$ cat src/vstrm_config.svh
`ifndef VSTRM_CONFIG_SVH
`define VSTRM_CONFIG_SVH

// ======================================================================
// Video stream read path geometry
// ======================================================================

// Byte address width of the memory port
`define VSTRM_ADR_W 32

// One cache line, which is also one memory transfer
`define VSTRM_LINE_W 128

// 256 lines in the direct-mapped read cache
`define VSTRM_IDX_W 8

// Byte offset inside a line (16 bytes per line)
`define VSTRM_OFS_W 4

// Whatever is left above index and offset is the tag
`define VSTRM_TAG_W (`VSTRM_ADR_W - `VSTRM_IDX_W - `VSTRM_OFS_W)

// Stream length counter, in lines
`define VSTRM_CNT_W 16

`endif

$ cat src/vstrm_pkg.sv
`include "vstrm_config.svh"

package vstrm_pkg;

	// ======================================================================
	// Address decoding
	// ======================================================================

	// Field view of a byte address as the cache sees it
	typedef struct packed {
		logic [`VSTRM_TAG_W-1:0] tag;
		logic [`VSTRM_IDX_W-1:0] idx;
		logic [`VSTRM_OFS_W-1:0] ofs;
	} vstrm_adr_fields_t;

	// The same 32-bit word is either a plain byte address or
	// a tag/index/offset triple, depending on who looks at it
	typedef union packed {
		logic [`VSTRM_ADR_W-1:0] word;
		vstrm_adr_fields_t       f;
	} vstrm_adr_u;

	// ======================================================================
	// Transfers between blocks
	// ======================================================================

	// Cache write port, driven by the fill engine
	// Strobe, line address and line data, 161 bits in all
	typedef struct packed {
		logic                     wr;
		vstrm_adr_u               adr;
		logic [`VSTRM_LINE_W-1:0] dat;
	} vstrm_cache_wr_t;

	// Read request towards the memory controller port
	// The address is always line aligned, 33 bits in all
	typedef struct packed {
		logic                    req;
		logic [`VSTRM_ADR_W-1:0] adr;
	} vstrm_mem_req_t;

endpackage

$ cat src/vstrm_fetch.sv
`include "vstrm_config.svh"

module vstrm_fetch import vstrm_pkg::*; (
	input  logic                     rclk,
	input  logic                     rst,
	input  logic                     start,
	input  logic [`VSTRM_ADR_W-1:0]  base,
	input  logic [`VSTRM_CNT_W-1:0]  count,
	output vstrm_adr_u               rd_adr,
	input  logic [`VSTRM_LINE_W-1:0] rdat,
	input  logic                     hit,
	output logic                     fill_req,
	input  logic                     fill_done,
	output logic                     out_vld,
	output logic [`VSTRM_LINE_W-1:0] out_dat,
	output logic                     busy,
	output logic                     done
);

	// Bytes per line, the address step between consecutive lookups
	localparam int unsigned LINE_BYTES = 1 << `VSTRM_OFS_W;

	typedef enum logic [2:0] {
		ST_IDLE,
		ST_LOOKUP,
		ST_WAIT1,
		ST_DECIDE,
		ST_FILLW,
		ST_FINISH
	} fetch_state_e;

	fetch_state_e            state;
	fetch_state_e            state_nxt;
	logic [`VSTRM_CNT_W-1:0] rem;
	vstrm_adr_u              cur_adr;
	logic                    take_start;
	logic                    emit;
	logic                    miss;
	logic                    last;

	// A start only counts while nothing is running
	assign take_start = (state == ST_IDLE) && start;

	// Decision cycle outcomes; cache output is settled by now
	assign emit = (state == ST_DECIDE) && hit;
	assign miss = (state == ST_DECIDE) && !hit;

	// The line being decided is the final one of the stream
	assign last = (rem == `VSTRM_CNT_W'(1));

	// ======================================================================
	// Next state
	// ======================================================================

	always_comb begin
		state_nxt = state;
		case (state)
		ST_IDLE: begin
			// An empty stream goes straight to the done pulse
			if (start) begin
				state_nxt = (count == '0) ? ST_FINISH : ST_LOOKUP;
			end
		end
		// Address is on rd_adr during lookup; the cache registers it at the end
		ST_LOOKUP: state_nxt = ST_WAIT1;
		// Cache reads its arrays at the end of this cycle
		ST_WAIT1: state_nxt = ST_DECIDE;
		ST_DECIDE: begin
			if (!hit) begin
				state_nxt = ST_FILLW;
			end else if (last) begin
				state_nxt = ST_FINISH;
			end else begin
				state_nxt = ST_LOOKUP;
			end
		end
		ST_FILLW: begin
			// Retry the same line once it is in the cache
			if (fill_done) begin
				state_nxt = ST_LOOKUP;
			end
		end
		ST_FINISH: state_nxt = ST_IDLE;
		default: state_nxt = ST_IDLE;
		endcase
	end

	// ======================================================================
	// Control registers
	// ======================================================================

	always_ff @(posedge rclk) begin
		if (rst) begin
			state <= ST_IDLE;
			rem <= '0;
			out_vld <= 1'b0;
			fill_req <= 1'b0;
			done <= 1'b0;
		end else begin
			state <= state_nxt;
			out_vld <= emit;
			fill_req <= miss;
			// Finish is entered with the last out_vld, so done lands one later
			done <= (state == ST_FINISH);
			if (take_start) begin
				rem <= count;
			end else if (emit) begin
				rem <= rem - 1'b1;
			end
		end
	end

	// ======================================================================
	// Address and data
	// ======================================================================

	// Step to the next line on every emitted line, so the new address
	// is already on rd_adr in the cycle after the hit
	always_ff @(posedge rclk) begin
		if (take_start) begin
			cur_adr.word <= base;
		end else if (emit) begin
			cur_adr.word <= cur_adr.word + `VSTRM_ADR_W'(LINE_BYTES);
		end
	end

	// Output line is the cache data from the decision cycle
	always_ff @(posedge rclk) begin
		if (emit) begin
			out_dat <= rdat;
		end
	end

	// Held steady for the whole lookup, as the cache needs it
	assign rd_adr = cur_adr;
	assign busy = (state != ST_IDLE);

	// Lines only leave while a stream is in progress
	a_vld_in_busy: assert property (
		@(posedge rclk) disable iff (rst)
		out_vld |-> busy
	);

endmodule

$ cat config.mk
export PLATFORM = sky130hd
export DESIGN_NAME = vstrm_fetch
export DESIGN_NICKNAME = d
export VERILOG_FILES = /design/src/vstrm_pkg.sv /design/src/vstrm_fetch.sv
export VERILOG_INCLUDE_DIRS = /design/src
export SDC_FILE = /design/constraint.sdc
export NUM_CORES = 1
export LEC_CHECK = 0
export BUFFER_PORTS_ARGS = -buffer_cell sky130_fd_sc_hd__clkbuf_2
export CAP_MARGIN = 20
export CORE_AREA = 5 5 131 133
export CTS_BUF_LIST = sky130_fd_sc_hd__clkbuf_4
export DETAILED_ROUTE_END_ITERATION = 7
export DIE_AREA = 0 0 136 138
export PLACE_DENSITY = 0.77
export REMOVE_ABC_BUFFERS = 1
export SYNTH_ARGS = -nofsm -noshare
export SYNTH_HDL_FRONTEND = slang
export SYNTH_SLANG_ARGS = --single-unit
$ cat constraint.sdc
create_clock -name rclk -period 7.8 [get_ports rclk]
set_input_delay 1.95 -clock rclk [delete_from_list [all_inputs] [get_ports rclk]]
set_output_delay 1.95 -clock rclk [all_outputs]
set_load 0.005 [all_outputs]
==> run_results.csv, run 1 <==
group,metric,value,unit
yosys,synth_cells,455,
clock_tree,cts_buffers,17,
die,boundaryPins,345,
timing,period_needed,4.28,ns
yosys,synth_area_leaders,"edfxtp_1 (70%), dfxtp_1 (6.4%), nand2_1 (2.0%)",
timing,final.setup.tns,0,ns
yosys,synth.most_common_cell,"edfxtp_1",
timing,rsz0062_at_grt,"false",
finish,nFillCells,1351,
detailed_routing,vias,5341,
timing,fmax,0.233,GHz
clock_tree,htreeDepth,4,
detailed_routing,ant_nets,0,
power,power_density,216,nW/µm²
yosys,ys_types,49,
yosys,yosysTopAreaCell,"edfxtp_1",
grt,grt_antenna_before_repair,7,
timing,hold_viol_final,0,
worst_setup_path,path_cells,"clkbuf_2 > nand4b_2 > inv_6 > buf_4 > nand4_1 > or3_1 > a311oi_1",
grt,track_usage,20.3,%
die,core-area,15700,µm²
worst_setup_path,worst-path-buf-inv,3,
worst_setup_path,crit_fanout,83,
detailed_routing,drt_iter0_drc,291,
clock_tree,cts_hold_buf,0,
placed_design,place.gp.congestion,0.837,
clock_tree,clock_sinks,182,
timing,setup_viol,0,
yosys,synth_seq_cells,182,
worst_setup_path,cp-start-kind,"input pin",
finish,drive_above_1_share,47.3,%
yosys,yosys-top-cells-count,"edfxtp_1 (160), nand2_1 (37), nor2_1 (29), o21ai_0 (24), dfxtp_1 (22)",
clock_tree,cts-root-buf,"clkbuf_4",
finish,multi_input_area,1510,µm²
power,total_power,0.00198,W
timing,drv_slew,0,
worst_setup_path,cpPeakStageDelay,0.86,ns
die,fp.dieW,136,µm
placed_design,io_buffers,344,
finish,seqCellArea,5250,µm²
clock_tree,clkLatencyLatePin,0.56,ns
yosys,ys_seq_area_share,76.5,%
die,dieArea,18800,µm²
timing,hold_ws,0.513,ns
placed_design,hpwl,15.4,mm
finish,area_delta_synth_final,33.3,%
detailed_routing,drc_errors,0,
power,peakVddDrop,0.105,mV
detailed_routing,first_pass_iters,5,
worst_setup_path,cp_slowest_cell,"buf_4",
clock_tree,cts_tree,"built",
job,max_cap_violations,0,
detailed_routing,wirelength,20.1,mm
timing,finClkSkew,0.0206,ns
timing,post-route-period-util,54.9,%
worst_setup_path,cp.arrival,4.77,ns
timing,slew_headroom,31.2,%
clock_tree,cts_buffer_depth,2,
detailed_routing,post_drt_wl_per_cell,19.2,µm
yosys,synthArstFlopShare,0,%
grt,grt_pass1_vias,5141,
clock_tree,post-cts-setup-buffers,0,
yosys,yosys.area.top_type_share,70.1,%
die,row_count,46,
hold_path,min-delay-path-class,"reg -> reg",
run_status,status,"completed",
grt,grt_max_degree,84,
clock_tree,clkTransAtPathRegs,0.16,ns
clock_tree,cts_resized,0,
worst_setup_path,cpLargestDelayFamily,"buffers and inverters",
die,start_util,43.6,%
power,p_leak,3.68,nW
worst_setup_path,critPathRequiredTime,8.29,ns
finish,nets,989,
yosys,synth-edff-count,160,
die,die_y,138,µm
worst_setup_path,crit_type,"in -> reg",
yosys,ys_warn_count,0,
detailed_routing,viasPerCell,5.13,
yosys,avgSynthCellArea,15.1,µm²
yosys,synth-main-ff-cell,"edfxtp_1",
grt,grt_pass1_wl,28.9,mm
timing,worst_pin_slew,1.03,ns
worst_setup_path,worst_setup_path_end_kind,"flop",
grt,overflow,0,
yosys,netlist_area,6850,µm²
final timing paths:
path	startpoint	end	slack, ns	cells past startpoint
max	hit	rem[14]	3.52	7
min	rem[13]	rem[13]	0.51	2
max reg2reg	state[1]	rem[14]	4.46	6
min reg2reg	rem[13]	rem[13]	0.51	2
power by group:
group	internal (W)	leakage (nW)	total (W)	switching [W]
combinational	0.000123	1.89	0.000271	0.000148
sequential	0.00114	1.64	0.00119	0.0000581
clock	0.000146	0.150	0.000511	0.000364
total	0.00141	3.68	0.00198	0.000570
state kept, by name (all words and copies together) (netlist names):
signal,flops
rem,16
done,1
out_vld,1
rd_adr,32
out_dat,128
fill_req,1
state,3
worst register-to-register path, cell delays in order, from the launching register on:
cell and delay, ns:
dfxtp_1 0.53, nand4b_2 0.37, inv_6 0.49, buf_4 0.89
nand4_1 0.36, or3_1 0.39, a311oi_1 0.24
layer usage:
layer / track usage (%) / vias up / wire (µm)
met4: 11.1 / 0 / 718
li1: - / 2498 / -
met5: 0 / - / 0
met1: 22.1 / 2563 / 7010
met3: 6.39 / 38 / 1930
met2: 34.7 / 242 / 10400
cells in the final DEF, fill, tap and decap left out, types with 7 or more instances in the layout:
master,synthesis,final
o21ai_0,24,24
or4_1,14,14
dfxtp_1,22,22
clkbuf_2,0,344
or3_1,9,9
nand4_1,10,10
clkbuf_4,0,17
nor3_1,9,9
o31ai_1,10,10
nand2_1,37,37
diode_2,0,8
a31oi_1,21,21
inv_1,7,7
xnor2_1,7,7
nor2_1,29,29
a21oi_1,7,7
edfxtp_1,160,160
xor2_1,9,9
nand3_1,12,12
layout make-up:
class	instances	area share (%)
Antenna cell	8	0.219
Clock buffer	17	1.40
Clock inverter	15	1.75
Inverter	8	0.383
Multi-Input combinational cell	248	16.5
Sequential cell	182	57.4
Tap cell	216	2.96
Timing Repair Buffer	348	19.4
kinds of logic after synthesis:
logic type      Yosys count  synth area share [%]
flops                   182                  76.5
simple gates            148                  11.8
compound gates           81                  7.61
buf+inv                  25                  1.48
xor+xnor                 16                  2.04
fa+ha+maj                 3                 0.548
metrics by stage:
step	cell area (µm²)	utilization [%]	setup slack [ns]	cells
2_1_floorplan	6780	-	1.10	438
3_3_place_gp	8800	56.0	3.05	1001
3_5_place_dp	8800	56.0	2.94	1001
4_1_cts	9090	57.8	3.59	1033
5_1_grt	9140	58.1	3.32	1042
6_report	9140	58.1	3.52	1042
(Power assumes the default switching activity.)
==> run 2: changes to the inputs <==
--- a/config.mk
+++ b/config.mk
@@ -6,13 +6,14 @@
 export SDC_FILE = /design/constraint.sdc
 export NUM_CORES = 1
 export LEC_CHECK = 0
+export ABC_AREA = 1
 export BUFFER_PORTS_ARGS = -buffer_cell sky130_fd_sc_hd__clkbuf_2
 export CAP_MARGIN = 20
-export CORE_AREA = 5 5 131 133
+export CORE_MARGIN = 5
+export CORE_UTILIZATION = 48
 export CTS_BUF_LIST = sky130_fd_sc_hd__clkbuf_4
 export DETAILED_ROUTE_END_ITERATION = 7
-export DIE_AREA = 0 0 136 138
-export PLACE_DENSITY = 0.77
+export PLACE_DENSITY = 0.82
 export REMOVE_ABC_BUFFERS = 1
 export SYNTH_ARGS = -nofsm -noshare
 export SYNTH_HDL_FRONTEND = slang
==> constraint.sdc (replaced) <==
create_clock -name rclk -period 4.2 [get_ports rclk]
set_input_delay 1.05 -clock rclk [delete_from_list [all_inputs] [get_ports rclk]]
set_output_delay 1.05 -clock rclk [all_outputs]
set_load 0.005 [all_outputs]
==> run_results.csv, run 2 <==
group,metric,value,unit
run_status,status,"completed",
timing,hold_ws,0.481,ns
yosys,synthArstFlopShare,0,%
timing,rsz0062_at_grt,"false",
power,peakVddDrop,0.231,mV
finish,fin_area,9590,µm²
grt,grt_pass1_vias,5697,
grt,grt_pass1_wl,30.8,mm
finish,drive_above_1_share,42.0,%
yosys,synth_area_leaders,"edfxtp_1 (66%), nand2_1 (8.3%), dfxtp_1 (6.0%)",
grt,track_usage,22.8,%
finish,largest_register_ffs,128,
clock_tree,clkLatencyLatePin,0.55,ns
placed_design,placed_cell_area,9260,µm²
yosys,synth-main-ff-cell,"edfxtp_1",
job,max_cap_violations,0,
timing,hold_viol_final,0,
die,boundaryPins,345,
yosys,synth-edff-count,160,
finish,final_cell_mix,"clkbuf_2 (344), nand2_1 (161), edfxtp_1 (160), nor2_1 (61), inv_1 (50)",
clock_tree,cts_buffer_depth,2,
grt,overflow,0,
clock_tree,clock_sinks,182,
worst_setup_path,reg2reg_slack,1.94,ns
clock_tree,cts_resized,0,
clock_tree,cts_tree,"built",
grt,grt_max_degree,52,
yosys,synth_seq_cells,182,
die,fp.dieW,133,µm
yosys,yosys-top-cells-count,"nand2_1 (161), edfxtp_1 (160), nor2_1 (61), inv_1 (50), nand3_1 (25)",
finish,area_delta_synth_final,31.0,%
worst_setup_path,critPathRequiredTime,3.15,ns
timing,worst_pin_slew,0.871,ns
finish,final_common_cell,"clkbuf_2",
clock_tree,cts_hold_buf,0,
die,start_util,48.5,%
detailed_routing,viasPerCell,4.96,
placed_design,place.gp.congestion,0.918,
clock_tree,cts_buffers,17,
finish,nFillCells,1237,
timing,finClkSkew,0.0235,ns
detailed_routing,wirelength,20.9,mm
detailed_routing,drc_errors,0,
yosys,synth.most_common_cell,"nand2_1",
timing,period_needed,2.37,ns
detailed_routing,drt_iter0_drc,425,
worst_setup_path,crit_type,"reg -> out",
die,core-area,15100,µm²
yosys,ys_types,36,
power,power_density,389,nW/µm²
placed_design,io_buffers,344,
worst_setup_path,cp.arrival,1.32,ns
timing,drv_slew,0,
detailed_routing,ant_nets,0,
clock_tree,post-cts-setup-buffers,0,
timing,fmax,0.422,GHz
die,dieArea,17800,µm²
timing,setup_viol,0,
worst_setup_path,worst_setup_path_end_kind,"output port",
yosys,yosysTopAreaCell,"edfxtp_1",
worst_setup_path,cp-start-kind,"flop",
yosys,yosys.area.top_type_share,65.7,%
worst_setup_path,crit_fanout,5,
detailed_routing,first_pass_iters,5,
placed_design,hpwl,16.8,mm
die,die_y,133,µm
detailed_routing,post_drt_wl_per_cell,17.8,µm
clock_tree,cts-root-buf,"clkbuf_4",
yosys,synth_cells,616,
yosys,ys_seq_area_share,71.7,%
yosys,netlist_area,7320,µm²
yosys,avgSynthCellArea,11.9,µm²
finish,regMostFlops,"out_dat",
yosys,ys_warn_count,0,
timing,slew_headroom,41.8,%
hold_path,min-delay-path-class,"reg -> reg",
clock_tree,htreeDepth,4,
finish,nets,1155,
grt,grt_antenna_before_repair,3,
clock_tree,clkTransAtPathRegs,0.15,ns
die,row_count,45,
timing,post-route-period-util,56.5,%
power,p_leak,4.20,nW
detailed_routing,vias,5829,
[run 2: changes by cell type after synthesis, moves of 7 or more]
cell,before,now
a31oi_1,21,11
nor2_1,29,61
nand3_1,12,25
clkbuf_1,10,2
o21ai_1,0,8
o21ai_0,24,17
o31ai_1,10,0
nand2_1,37,161
or3_1,9,0
inv_1,7,50
nor2_2,0,7
inv_2,0,7
or4_1,14,0
[run 2: final timing paths]
path,startpoint,end,cells past startpoint
setup reg to reg,state[0],rd_adr[14],8
hold / removal,state[2],state[1],1
setup / recovery,state[0],busy,3
hold reg to reg,state[2],state[1],1
[run 2: power by group]
| part | internal [W] | switching [W] | leakage, nW |
|---|---|---|---|
| sequential | 0.00208 | 0.0000764 | 1.64 |
| clock | 0.000439 | 0.000617 | 0.167 |
| combinational | 0.000213 | 0.000311 | 2.39 |
| total | 0.00273 | 0.00100 | 4.20 |
[run 2: final cells by class]
class,instances,area (µm²),area share (%)
inverters,57,214,2.23
repair buffers,347,1780,18.6
clock buffers,18,135,1.41
clock inverters,14,186,1.94
well taps,188,235,2.45
multi-input cells,366,1780,18.6
diodes,3,7.51,0.0783
flip-flops and latches,182,5250,54.7
[run 2: through the flow]
stage | worst slack (ns) | cells | util, % | setup TNS (ns) | power (W)
after floorplan | -1.20 | 605 | - | -128.25 | 0.00247
after global placement | 1.51 | 1140 | 61.3 | 0 | 0.00270
after detailed placement | 1.48 | 1140 | 61.3 | 0 | 0.00272
after CTS | 1.76 | 1172 | 63.5 | 0 | 0.00376
after global routing | 1.72 | 1175 | 63.5 | 0 | 0.00392
final | 1.83 | 1175 | 63.5 | 0 | 0.00373
[run 2: cell families (layout without fill, tap and decap cells)]
group           after synthesis  in the layout  share of synthesized area, %
other cells                   0              3                             0
xor+xnor                     14             14                          1.68
compound gates               57             57                          4.57
fa+ha+maj                     3              3                         0.513
simple gates                292            292                          17.5
flops                       182            182                          71.7
buf+inv                      68            436                          4.04
[run 2: per-layer routing]
layer | vias up | global-route usage [%] | share of wire (%) | wire length [µm]
met3 | 37 | 6.00 | 7.9 | 1650
met5 | - | 0 | 0 | 0
li1 | 2811 | - | - | -
met4 | 0 | 9.66 | 3.2 | 668
met2 | 293 | 40.5 | 52 | 10900
met1 | 2688 | 26.1 | 37 | 7670
[run 2: worst max-delay path: stages, from the launching register on]
cell and delay, ns:
dfxtp_1 0.41, nor2_4 0.19, nand2_4 0.07, clkbuf_2 0.11
