### src/vstrm_config.svh
`ifndef VSTRM_CONFIG_SVH
`define VSTRM_CONFIG_SVH

// ======================================================================
// Video stream read path geometry
// ======================================================================

// Byte address width of the memory port
`define VSTRM_ADR_W 32

// One cache line, which is also one memory transfer
`define VSTRM_LINE_W 128

// 256 lines in the direct-mapped read cache
`define VSTRM_IDX_W 8

// Byte offset inside a line (16 bytes per line)
`define VSTRM_OFS_W 4

// Whatever is left above index and offset is the tag
`define VSTRM_TAG_W (`VSTRM_ADR_W - `VSTRM_IDX_W - `VSTRM_OFS_W)

// Stream length counter, in lines
`define VSTRM_CNT_W 16

`endif

### src/vstrm_pkg.sv
`include "vstrm_config.svh"

package vstrm_pkg;

	// ======================================================================
	// Address decoding
	// ======================================================================

	// Field view of a byte address as the cache sees it
	typedef struct packed {
		logic [`VSTRM_TAG_W-1:0] tag;
		logic [`VSTRM_IDX_W-1:0] idx;
		logic [`VSTRM_OFS_W-1:0] ofs;
	} vstrm_adr_fields_t;

	// The same 32-bit word is either a plain byte address or
	// a tag/index/offset triple, depending on who looks at it
	typedef union packed {
		logic [`VSTRM_ADR_W-1:0] word;
		vstrm_adr_fields_t       f;
	} vstrm_adr_u;

	// ======================================================================
	// Transfers between blocks
	// ======================================================================

	// Cache write port, driven by the fill engine
	// Strobe, line address and line data, 161 bits in all
	typedef struct packed {
		logic                     wr;
		vstrm_adr_u               adr;
		logic [`VSTRM_LINE_W-1:0] dat;
	} vstrm_cache_wr_t;

	// Read request towards the memory controller port
	// The address is always line aligned, 33 bits in all
	typedef struct packed {
		logic                    req;
		logic [`VSTRM_ADR_W-1:0] adr;
	} vstrm_mem_req_t;

endpackage

### src/vstrm_fill.sv
`include "vstrm_config.svh"

module vstrm_fill import vstrm_pkg::*; (
	input  logic                     rclk,
	input  logic                     rst,
	input  logic                     fill_req,
	input  vstrm_adr_u               fill_adr,
	output vstrm_mem_req_t           mem_req,
	input  logic                     mem_ack,
	input  logic [`VSTRM_LINE_W-1:0] mem_dat,
	output vstrm_cache_wr_t          cache_wr,
	output logic                     fill_done
);

	typedef enum logic {
		FS_IDLE,
		FS_WAIT
	} fill_state_e;

	fill_state_e              state;
	logic                     req_q;
	logic                     wr_q;
	vstrm_adr_u               adr_q;
	vstrm_adr_u               adr_aligned;
	logic [`VSTRM_LINE_W-1:0] dat_q;

	// Drop the byte offset so memory and cache both see a line address
	always_comb begin
		adr_aligned = fill_adr;
		adr_aligned.f.ofs = '0;
	end

	// ======================================================================
	// Control
	// ======================================================================

	// Idle until the reader misses, then wait for the memory answer
	always_ff @(posedge rclk) begin
		if (rst) begin
			state <= FS_IDLE;
			req_q <= 1'b0;
			wr_q <= 1'b0;
		end else begin
			// Request and write are single-cycle strobes by default
			req_q <= 1'b0;
			wr_q <= 1'b0;
			case (state)
			FS_IDLE: begin
				if (fill_req) begin
					req_q <= 1'b1;
					state <= FS_WAIT;
				end
			end
			FS_WAIT: begin
				// Latency is open-ended; mem_ack ends the wait
				if (mem_ack) begin
					wr_q <= 1'b1;
					state <= FS_IDLE;
				end
			end
			default: state <= FS_IDLE;
			endcase
		end
	end

	// ======================================================================
	// Payload
	// ======================================================================

	// Line address is taken with the miss and held through the write
	always_ff @(posedge rclk) begin
		if ((state == FS_IDLE) && fill_req) begin
			adr_q <= adr_aligned;
		end
	end

	// Returned line is captured on the acknowledge cycle
	always_ff @(posedge rclk) begin
		if ((state == FS_WAIT) && mem_ack) begin
			dat_q <= mem_dat;
		end
	end

	assign mem_req = '{req: req_q, adr: adr_q.word};
	assign cache_wr = '{wr: wr_q, adr: adr_q, dat: dat_q};

	// Completion goes out together with the cache write
	assign fill_done = wr_q;

	// The reader keeps one miss outstanding at a time
	a_no_req_while_wait: assert property (
		@(posedge rclk) disable iff (rst)
		fill_req |-> (state == FS_IDLE)
	);

	// Memory only answers a request that this engine issued
	a_no_ack_while_idle: assert property (
		@(posedge rclk) disable iff (rst)
		mem_ack |-> (state == FS_WAIT)
	);

endmodule

### config.mk
export PLATFORM = sky130hd
export DESIGN_NAME = vstrm_fill
export DESIGN_NICKNAME = d
export VERILOG_FILES = /design/src/vstrm_pkg.sv /design/src/vstrm_fill.sv
export VERILOG_INCLUDE_DIRS = /design/src
export SDC_FILE = /design/constraint.sdc
export NUM_CORES = 1
export LEC_CHECK = 0
export BUFFER_PORTS_ARGS = -buffer_cell sky130_fd_sc_hd__buf_2
export CAP_MARGIN = 0
export CORE_AREA = 2 2 140 142
export CTS_CLUSTER_DIAMETER = 100
export DETAILED_ROUTE_END_ITERATION = 10
export DIE_AREA = 0 0 142 144
export RECOVER_POWER = 25
export SKIP_LAST_GASP = 1
export SLEW_MARGIN = 20
export SYNTH_ARGS = -nofsm -noshare
export SYNTH_HDL_FRONTEND = slang
export SYNTH_SLANG_ARGS = --single-unit
### constraint.sdc
create_clock -name rclk -period 2.4 [get_ports rclk]
set_input_delay 0.48 -clock rclk [delete_from_list [all_inputs] [get_ports rclk]]
set_output_delay 0.48 -clock rclk [all_outputs]
set_load 0.03 [all_outputs]
==> flow_summary_export.csv, run 1 <==
group,metric,value,unit
clock_tree,cts_resized,0,
pwr,power.density,864,nW/µm²
global_route,antenna_found_initial,0,
critical_path,cp_num_buf_inv,1,
sta,slew_viol_final,0,
sta,worstMarginPinSlew,0.589,ns
route,drt-total-wl,12200,µm
job,maxCapViolations,0,
clock_tree,ctsLongestPathBuffers,2,
clock_tree,numCtsBuffers,17,
critical_path,cp_data_required_time,1.92,ns
placement,dp_slack,0.768,ns
final_layout,final_cell_mix,"buf_2 (344), edfxtp_1 (156), clkbuf_16 (17)",
pwr,power_leakage,0.00318,µW
placement,place_congestion,0.770,
critical_path,cp_top_family,"flip-flops",
run_status,status,"completed",
critical_path,crit_path_max_incr_delay,0.42,ns
floorplanning,die_area,20400,µm²
critical_path,worstSetupPathType,"reg2out",
final_layout,layout_commonest_cell,"buf_2",
critical_path,r2r-end,"adr_q[29]$_DFFE_PP_",
global_route,grt_max_degree,76,
clock_tree,cts_root_buf,"clkbuf_16",
critical_path,endpoint_kind,"primary output",
floorplanning,core_area,19100,µm²
hold_path,min_to,"dat_q[63]$_DFFE_PP_",
sta,fin_crit,1.51,ns
critical_path,worstPathCellList,"buf_2",
synthesis,syn_avg_cell_area,24.9,µm²
synthesis,synth_cell_types,8,
clock_tree,clk_pin_slew,0.07,ns
critical_path,crit_slowest_cell,"edfxtp_1",
clock_tree,tritoncts,"yes",
final_layout,post-route-util,0.392,
critical_path,rrSetupSlack,1.05,ns
clock_tree,post_cts_buffers,0,
final_layout,drive_gt1_frac,0.686,
clock_tree,clkLatencyLatePin,0.42,ns
floorplanning,pin_count,359,
sta,finalHoldViolCount,0,
route,wire_per_inst,15.4,µm
floorplanning,die-width,142,µm
clock_tree,hold_buffers,0,
route,drtIter0Drc,106,
synthesis,synthCells,204,
synthesis,synth-seq-cells,159,
global_route,grt_pass1_vias,3160,
route,route.vias.total,3071,
floorplanning,die_y,144,µm
global_route,grt_use_total,0.113,
critical_path,r2r_start,"state$_SDFF_PP0_",
floorplanning,rows,51,
floorplanning,start_util,0.266,
global_route,grt_first_pass_wirelength,17000,µm
critical_path,worstPathArrival,1.03,ns
sta,post-route-period-util,0.631,
critical_path,r2r_cells,2,
route,firstDrtPassIters,4,
hold_path,hold_class,"in2reg",
route,drtAntennaViolNets,0,
critical_path,worstSetupStartpointType,"register",
clock_tree,cts.sinks,159,
route,routed_via_density,3.88,
sta,setup_violations,0,
hold_path,hold_depth,1,
placement,io_buffers,346,
global_route,grt_remaining_overflow,0,
synthesis,synth_warnings,0,
synthesis,syn_area,5070,µm²
sta,setup_ws,0.885,ns
final_layout,num-nets-final,705,
final_layout,syn_to_final_growth,47.5,%
final_layout,num_antenna_cells,0,
critical_path,cp_max_fo,2,
route,drc,0,
sta,totalNegativeSetupSlack,0,ns
clock_tree,cts_htree_levels,4,
pwr,ir_drop,0.431,mV
sta,rsz0062_at_grt,"false",
sta,fin_skew,0.0120,ns
sta,slew_headroom,0.606,
hold_path,hp-start,"mem_dat[63]",
sta,max_freq,0.660,GHz
synthesis,ys_seq_area_frac,0.936,
power breakdown:
group / switching (µW) / leakage [µW] / internal [µW]
sequential: 32.0 / 0.00147 / 3190
clock: 1150 / 0.000277 / 1470
combinational: 431 / 0.00143 / 190
kinds of logic after synthesis:
logic type | after synthesis | synth area share
DFF | 159 | 0.936
and+or+nand+nor | 6 | 0.00716
buffers and inverters | 38 | 0.0563
other | 1 | 0.000740
cells in the mapped netlist:
cell        n  area share
edfxtp_1  156        0.92
dfxtp_1     3       0.012
and2_4      1      0.0017
nor2_1      1     0.00074
buf_4      38       0.056
nor2b_1     3      0.0037
nor3_1      1     0.00099
conb_1      1     0.00074
sequential cells by signal, summed over array words and instances, names as in the netlist:
signal,flops
dat_q,128
state,1
adr_q,28
fill_done,1
req_q,1
metal layers:
layer / part of all wire / GRT usage
met2: 0.54 / 0.202
met3: 0.11 / 0.0646
met5: 0 / 0
met1: 0.34 / 0.109
met4: 0.012 / 0.0395
through the flow:
stage	std cells	hold slack (ns)	area (µm²)	total power [µW]
6_report	792	0.234	7480	6460
5_1_grt	792	0.202	7480	6710
4_1_cts	792	0.205	7480	6570
3_5_place_dp	760	0.501	6900	3910
3_3_place_gp	760	0.522	6900	3900
2_1_floorplan	211	0.466	5100	3670
worst max-delay path by stage:
stage,from,to,depth (start not counted)
after floorplan,fill_req,adr_q[10]$_DFFE_PP_,1
after global routing,adr_q[22]$_DFFE_PP_,mem_req[22],1
after CTS,adr_q[22]$_DFFE_PP_,mem_req[22],1
final,adr_q[22]$_DFFE_PP_,mem_req[22],1
after detailed placement,fill_req,adr_q[22]$_DFFE_PP_,3
after global placement,fill_req,adr_q[22]$_DFFE_PP_,3
area by class of cell:
cell class,count,area [µm²]
multi-input combinational,14,68.8
clock inverter,14,146
fill,1798,11600
tap,238,298
clock buffer,18,429
sequential,159,4740
timing repair buffer,349,1790
(Power assumes the default switching activity.)
==> run 2: changes to the inputs <==
- clock period: 2.4 -> 1.4 ns (I/O delays scaled with it)
==> flow_summary_export.csv, run 2 (synthesis results as in run 1) <==
group,metric,value,unit
global_route,grt_first_pass_wirelength,16900,µm
sta,max_freq,0.760,GHz
global_route,antenna_found_initial,2,
final_layout,drive_gt1_frac,0.690,
critical_path,cp_max_fo,2,
placement,dp.cells,760,
final_layout,finalNonFillerCells,793,
pwr,power.share.combinational,0.094,
route,route.vias.total,3132,
final_layout,num-nets-final,705,
global_route,gr-usage-met1,0.117,
critical_path,worstSetupPathType,"reg2out",
floorplanning,die-width,142,µm
route,drt-total-wl,12100,µm
floorplanning,pin_count,359,
route,drtIter0Drc,128,
critical_path,worstSetupStartpointType,"register",
global_route,grt_use_total,0.111,
pwr,p_sw,2760,µW
pwr,seq_power_share,0.491,
sta,holdWs,0.0370,ns
critical_path,rrSetupSlack,0.12,ns
clock_tree,post_cts_buffers,0,
global_route,use_met2,0.188,
floorplanning,start_util,0.266,
placement,dp_slack,0.0493,ns
pwr,ir_drop,0.738,mV
critical_path,worstPathArrival,1.04,ns
clock_tree,cts_root_buf,"clkbuf_16",
critical_path,cp_num_buf_inv,1,
global_route,grt_remaining_overflow,0,
route,drc,0,
placement,io_buffers,346,
final_layout,final_cell_mix,"buf_2 (345), edfxtp_1 (156), clkbuf_16 (17)",
clock_tree,ctsLongestPathBuffers,2,
pwr,power_leakage,0.00320,µW
pwr,power.density,1500,nW/µm²
sta,rsz0062_at_grt,"false",
floorplanning,die_area,20400,µm²
clock_tree,cts_htree_levels,4,
route,firstDrtPassIters,4,
sta,finalHoldViolCount,0,
hold_path,hold_class,"in2reg",
clock_tree,clkLatencyLatePin,0.41,ns
clock_tree,cts.sinks,159,
final_layout,regMostFlops,"dat_q",
floorplanning,die_y,144,µm
floorplanning,rows,51,
global_route,grt_max_degree,81,
global_route,grt-busiest-layer,"met2",
final_layout,largest_reg_flops,128,
run_status,status,"completed",
critical_path,cp_data_required_time,1.12,ns
critical_path,crit_slowest_cell,"edfxtp_1",
placement,dp_hpwl,9430,µm
floorplanning,core_area,19100,µm²
global_route,grtUsageMet3,0.0573,
job,maxCapViolations,0,
placement,place_congestion,0.730,
final_layout,post-route-util,0.394,
global_route,grt_pass1_vias,3179,
route,routed_via_density,3.95,
final_layout,largest_registers,"dat_q (128), adr_q (28)",
sta,setup_ws,0.0835,ns
clock_tree,tritoncts,"yes",
route,drtAntennaViolNets,0,
clock_tree,numCtsBuffers,17,
clock_tree,clk_pin_slew,0.07,ns
critical_path,crit_path_max_incr_delay,0.42,ns
final_layout,syn_to_final_growth,48.1,%
sta,setup_violations,0,
pwr,p_clk_frac,0.415,
pwr,swShare,0.245,
clock_tree,cts_resized,0,
sta,slew_viol_final,0,
pwr,p_int,8500,µW
critical_path,worstPathCellList,"buf_2",
sta,fin_skew,0.00809,ns
clock_tree,hold_buffers,0,
sta,fin_crit,1.32,ns
critical_path,endpoint_kind,"primary output",
sta,post-route-period-util,0.940,
critical_path,cp_top_family,"flip-flops",
final_layout,layout_commonest_cell,"buf_2",
route,wire_per_inst,15.3,µm
-- run 2: cell count changes in the layout (fill, tap and decap cells not counted) --
cell / previous run / this run
bufinv_16: 1 / 2
clkinv_8: 0 / 1
inv_6: 7 / 4
clkbuf_1: 3 / 2
inv_8: 2 / 3
diode_2: 0 / 1
buf_2: 344 / 345
clkinv_2: 0 / 1
dfxtp_1: 3 / 2
clkinvlp_4: 2 / 1
dfxtp_2: 0 / 1
-- run 2: path summary, 6_finish.rpt --
path | from | to | cells after the start
worst max-delay path | adr_q[15]$_DFFE_PP_ | cache_wr[143] | 1
worst min-delay path | mem_dat[113] | dat_q[113]$_DFFE_PP_ | 1
worst max register to register | state$_SDFF_PP0_ | dat_q[115]$_DFFE_PP_ | 2
worst min register to register | state$_SDFF_PP0_ | state$_SDFF_PP0_ | 2
-- run 2: routing by layer --
| layer | wire (µm) | part of all wire |
|---|---|---|
| met3 | 1430 | 0.12 |
| met2 | 6140 | 0.51 |
| met5 | 13 | 0.0011 |
| met1 | 4340 | 0.36 |
| met4 | 218 | 0.018 |
-- run 2: cell type report --
type                    count  area, µm²
flip-flops and latches    159       4750
multi-input cells          14       68.8
fillers                  1746      11600
clock inverters            14        175
well taps                 238        298
diodes                      1       2.50
repair buffers            349       1790
clock buffers              18        429
-- run 2: through the flow --
stage,power (µW),TNS (ns),cell area (µm²)
floorplan,6290,-40.49,5100
global placement,6690,0,6900
detailed placement,6710,0,6900
CTS,11400,0,7510
global route,11600,0,7510
finish,11300,0,7510
-- run 2: power groups by stage --
| stage | clock network, µW | logic (µW) | registers [µW] |
|---|---|---|---|
| final | 4670 | 1060 | 5520 |
| after global routing | 4980 | 1130 | 5540 |
| after CTS | 4820 | 1080 | 5530 |
| after detailed placement | 0 | 1080 | 5630 |
| after global placement | 0 | 1060 | 5630 |
| after floorplan | 0 | 292 | 6000 |
==> run 3: changes to the inputs <==
- SETUP_SLACK_MARGIN: unset -> 0.1
==> flow_summary_export.csv, run 3 (synthesis results as in run 1) <==
group,metric,value,unit
hold_path,hp-start,"mem_dat[113]",
critical_path,worstPathCellList,"buf_6",
global_route,grt_max_degree,81,
critical_path,endpoint_kind,"primary output",
pwr,power_leakage,0.00334,µW
hold_path,hold_depth,1,
sta,max_freq,0.760,GHz
floorplanning,die_y,144,µm
clock_tree,cts.sinks,159,
critical_path,cp_data_required_time,1.12,ns
sta,slew_viol_final,0,
pwr,seq_power_share,0.487,
global_route,grt_remaining_overflow,0,
job,maxCapViolations,0,
critical_path,crit_path_max_incr_delay,0.45,ns
clock_tree,tritoncts,"yes",
clock_tree,hold_buffers,0,
critical_path,r2r-end,"dat_q[42]$_DFFE_PP_",
route,firstDrtPassIters,4,
final_layout,multi_input_area,68.8,µm²
placement,dp_hpwl,9430,µm
sta,setup_violations,0,
clock_tree,clk_pin_slew,0.07,ns
route,drt-total-wl,12800,µm
critical_path,crit_slowest_cell,"edfxtp_1",
critical_path,cp_top_family,"flip-flops",
sta,post-route-period-util,0.939,
final_layout,largest_reg_flops,128,
placement,dp_slack,0.0493,ns
pwr,p_clk_frac,0.409,
sta,finalHoldViolCount,0,
route,drc,0,
critical_path,rrSetupSlack,0.18,ns
final_layout,n_fill_cell,1727,
final_layout,drive_gt1_frac,0.690,
sta,fin_crit,1.32,ns
route,routed_via_density,3.93,
pwr,p_int,8610,µW
clock_tree,clkLatencyLatePin,0.41,ns
critical_path,cp_max_fo,2,
clock_tree,ctsLongestPathBuffers,2,
floorplanning,die-width,142,µm
sta,setup_ws,0.0847,ns
hold_path,min_to,"dat_q[113]$_DFFE_PP_",
clock_tree,cts_root_buf,"clkbuf_16",
pwr,finalPower,11400,µW
final_layout,seq_area,4750,µm²
route,drtAntennaViolNets,0,
floorplanning,start_util,0.266,
route,drtIter0Drc,119,
pwr,p_sw,2780,µW
critical_path,worstSetupPathType,"reg2out",
critical_path,cp_num_buf_inv,1,
floorplanning,core_area,19100,µm²
global_route,grt_pass1_vias,3224,
floorplanning,rows,51,
clock_tree,numCtsBuffers,17,
critical_path,worstSetupStartpointType,"register",
global_route,grt_first_pass_wirelength,17100,µm
floorplanning,pin_count,359,
pwr,swShare,0.244,
run_status,status,"completed",
pwr,power.density,1440,nW/µm²
critical_path,r2r_cells,2,
pwr,power.share.combinational,0.104,
final_layout,num-nets-final,706,
route,route.vias.total,3122,
final_layout,final_cell_mix,"buf_2 (276), edfxtp_1 (156), buf_6 (56)",
route,wire_per_inst,16.2,µm
final_layout,post-route-util,0.415,
clock_tree,cts_htree_levels,4,
final_layout,largest_registers,"dat_q (128), adr_q (28)",
sta,totalNegativeSetupSlack,0,ns
hold_path,hold_class,"in2reg",
final_layout,regMostFlops,"dat_q",
final_layout,syn_to_final_growth,56.3,%
critical_path,r2r_start,"state$_SDFF_PP0_",
placement,io_buffers,346,
placement,place_congestion,0.730,
critical_path,worstPathArrival,1.04,ns
sta,fin_skew,0.00733,ns
global_route,antenna_found_initial,2,
floorplanning,die_area,20400,µm²
global_route,grt_use_total,0.113,
pwr,ir_drop,0.735,mV
final_layout,layout_commonest_cell,"buf_2",
sta,rsz0062_at_grt,"true",
-- run 3: changes by cell type in the layout (fill, tap and decap cells not counted) --
cell / previous run / this run
buf_16: 0 / 1
clkbuf_16: 17 / 18
buf_2: 345 / 276
buf_6: 0 / 56
buf_4: 0 / 10
clkbuf_4: 0 / 3
buf_12: 3 / 2
-- run 3: stage by stage --
stage / instances / area [µm²] / hold slack, ns
after floorplan: 211 / 5100 / 0.352
after global placement: 760 / 6900 / 0.456
after detailed placement: 760 / 6900 / 0.458
after CTS: 792 / 7650 / 0.0144
after global routing: 794 / 7930 / 0.00983
final: 794 / 7930 / 0.0382
-- run 3: cell type report --
type | count | area share
diodes | 1 | 0.000316
well taps | 238 | 0.0376
flip-flops and latches | 159 | 0.599
clock inverters | 14 | 0.0221
repair buffers | 350 | 0.278
multi-input cells | 14 | 0.00868
clock buffers | 18 | 0.0542
-- run 3: how the worst max path moves through the flow --
stage                             start                   to  cells past startpoint
floorplan              state$_SDFF_PP0_   dat_q[0]$_DFFE_PP_                      1
global placement                mem_ack  dat_q[31]$_DFFE_PP_                      3
detailed placement              mem_ack  dat_q[31]$_DFFE_PP_                      3
CTS                 adr_q[15]$_DFFE_PP_        cache_wr[143]                      1
global route        adr_q[15]$_DFFE_PP_          mem_req[15]                      1
finish              adr_q[22]$_DFFE_PP_          mem_req[22]                      1
-- run 3: timing repair --
| item | in CTS | in global routing |
|---|---|---|
| setup buffers | 0 | 0 |
| setup endpoints to repair | 27 | 123 |
| cloned | 0 | 1 |
| resized for setup | 48 | 117 |
-- run 3: power by group through the flow --
stage          clock network, µW  registers, µW  logic [µW]
2_1_floorplan                  0           6000         292
3_5_place_dp                   0           5630        1080
5_1_grt                     4980           5560        1250
3_3_place_gp                   0           5630        1060
6_report                    4660           5550        1180
4_1_cts                     4820           5540        1120
-- run 3: per-layer routing --
metal	part of all wire	global-route usage	vias to the layer above
met4	0.013	0.0463	2
met1	0.36	0.118	1465
met5	0.0010	0	-
met3	0.12	0.0573	10
li1	-	-	1419
met2	0.51	0.192	226
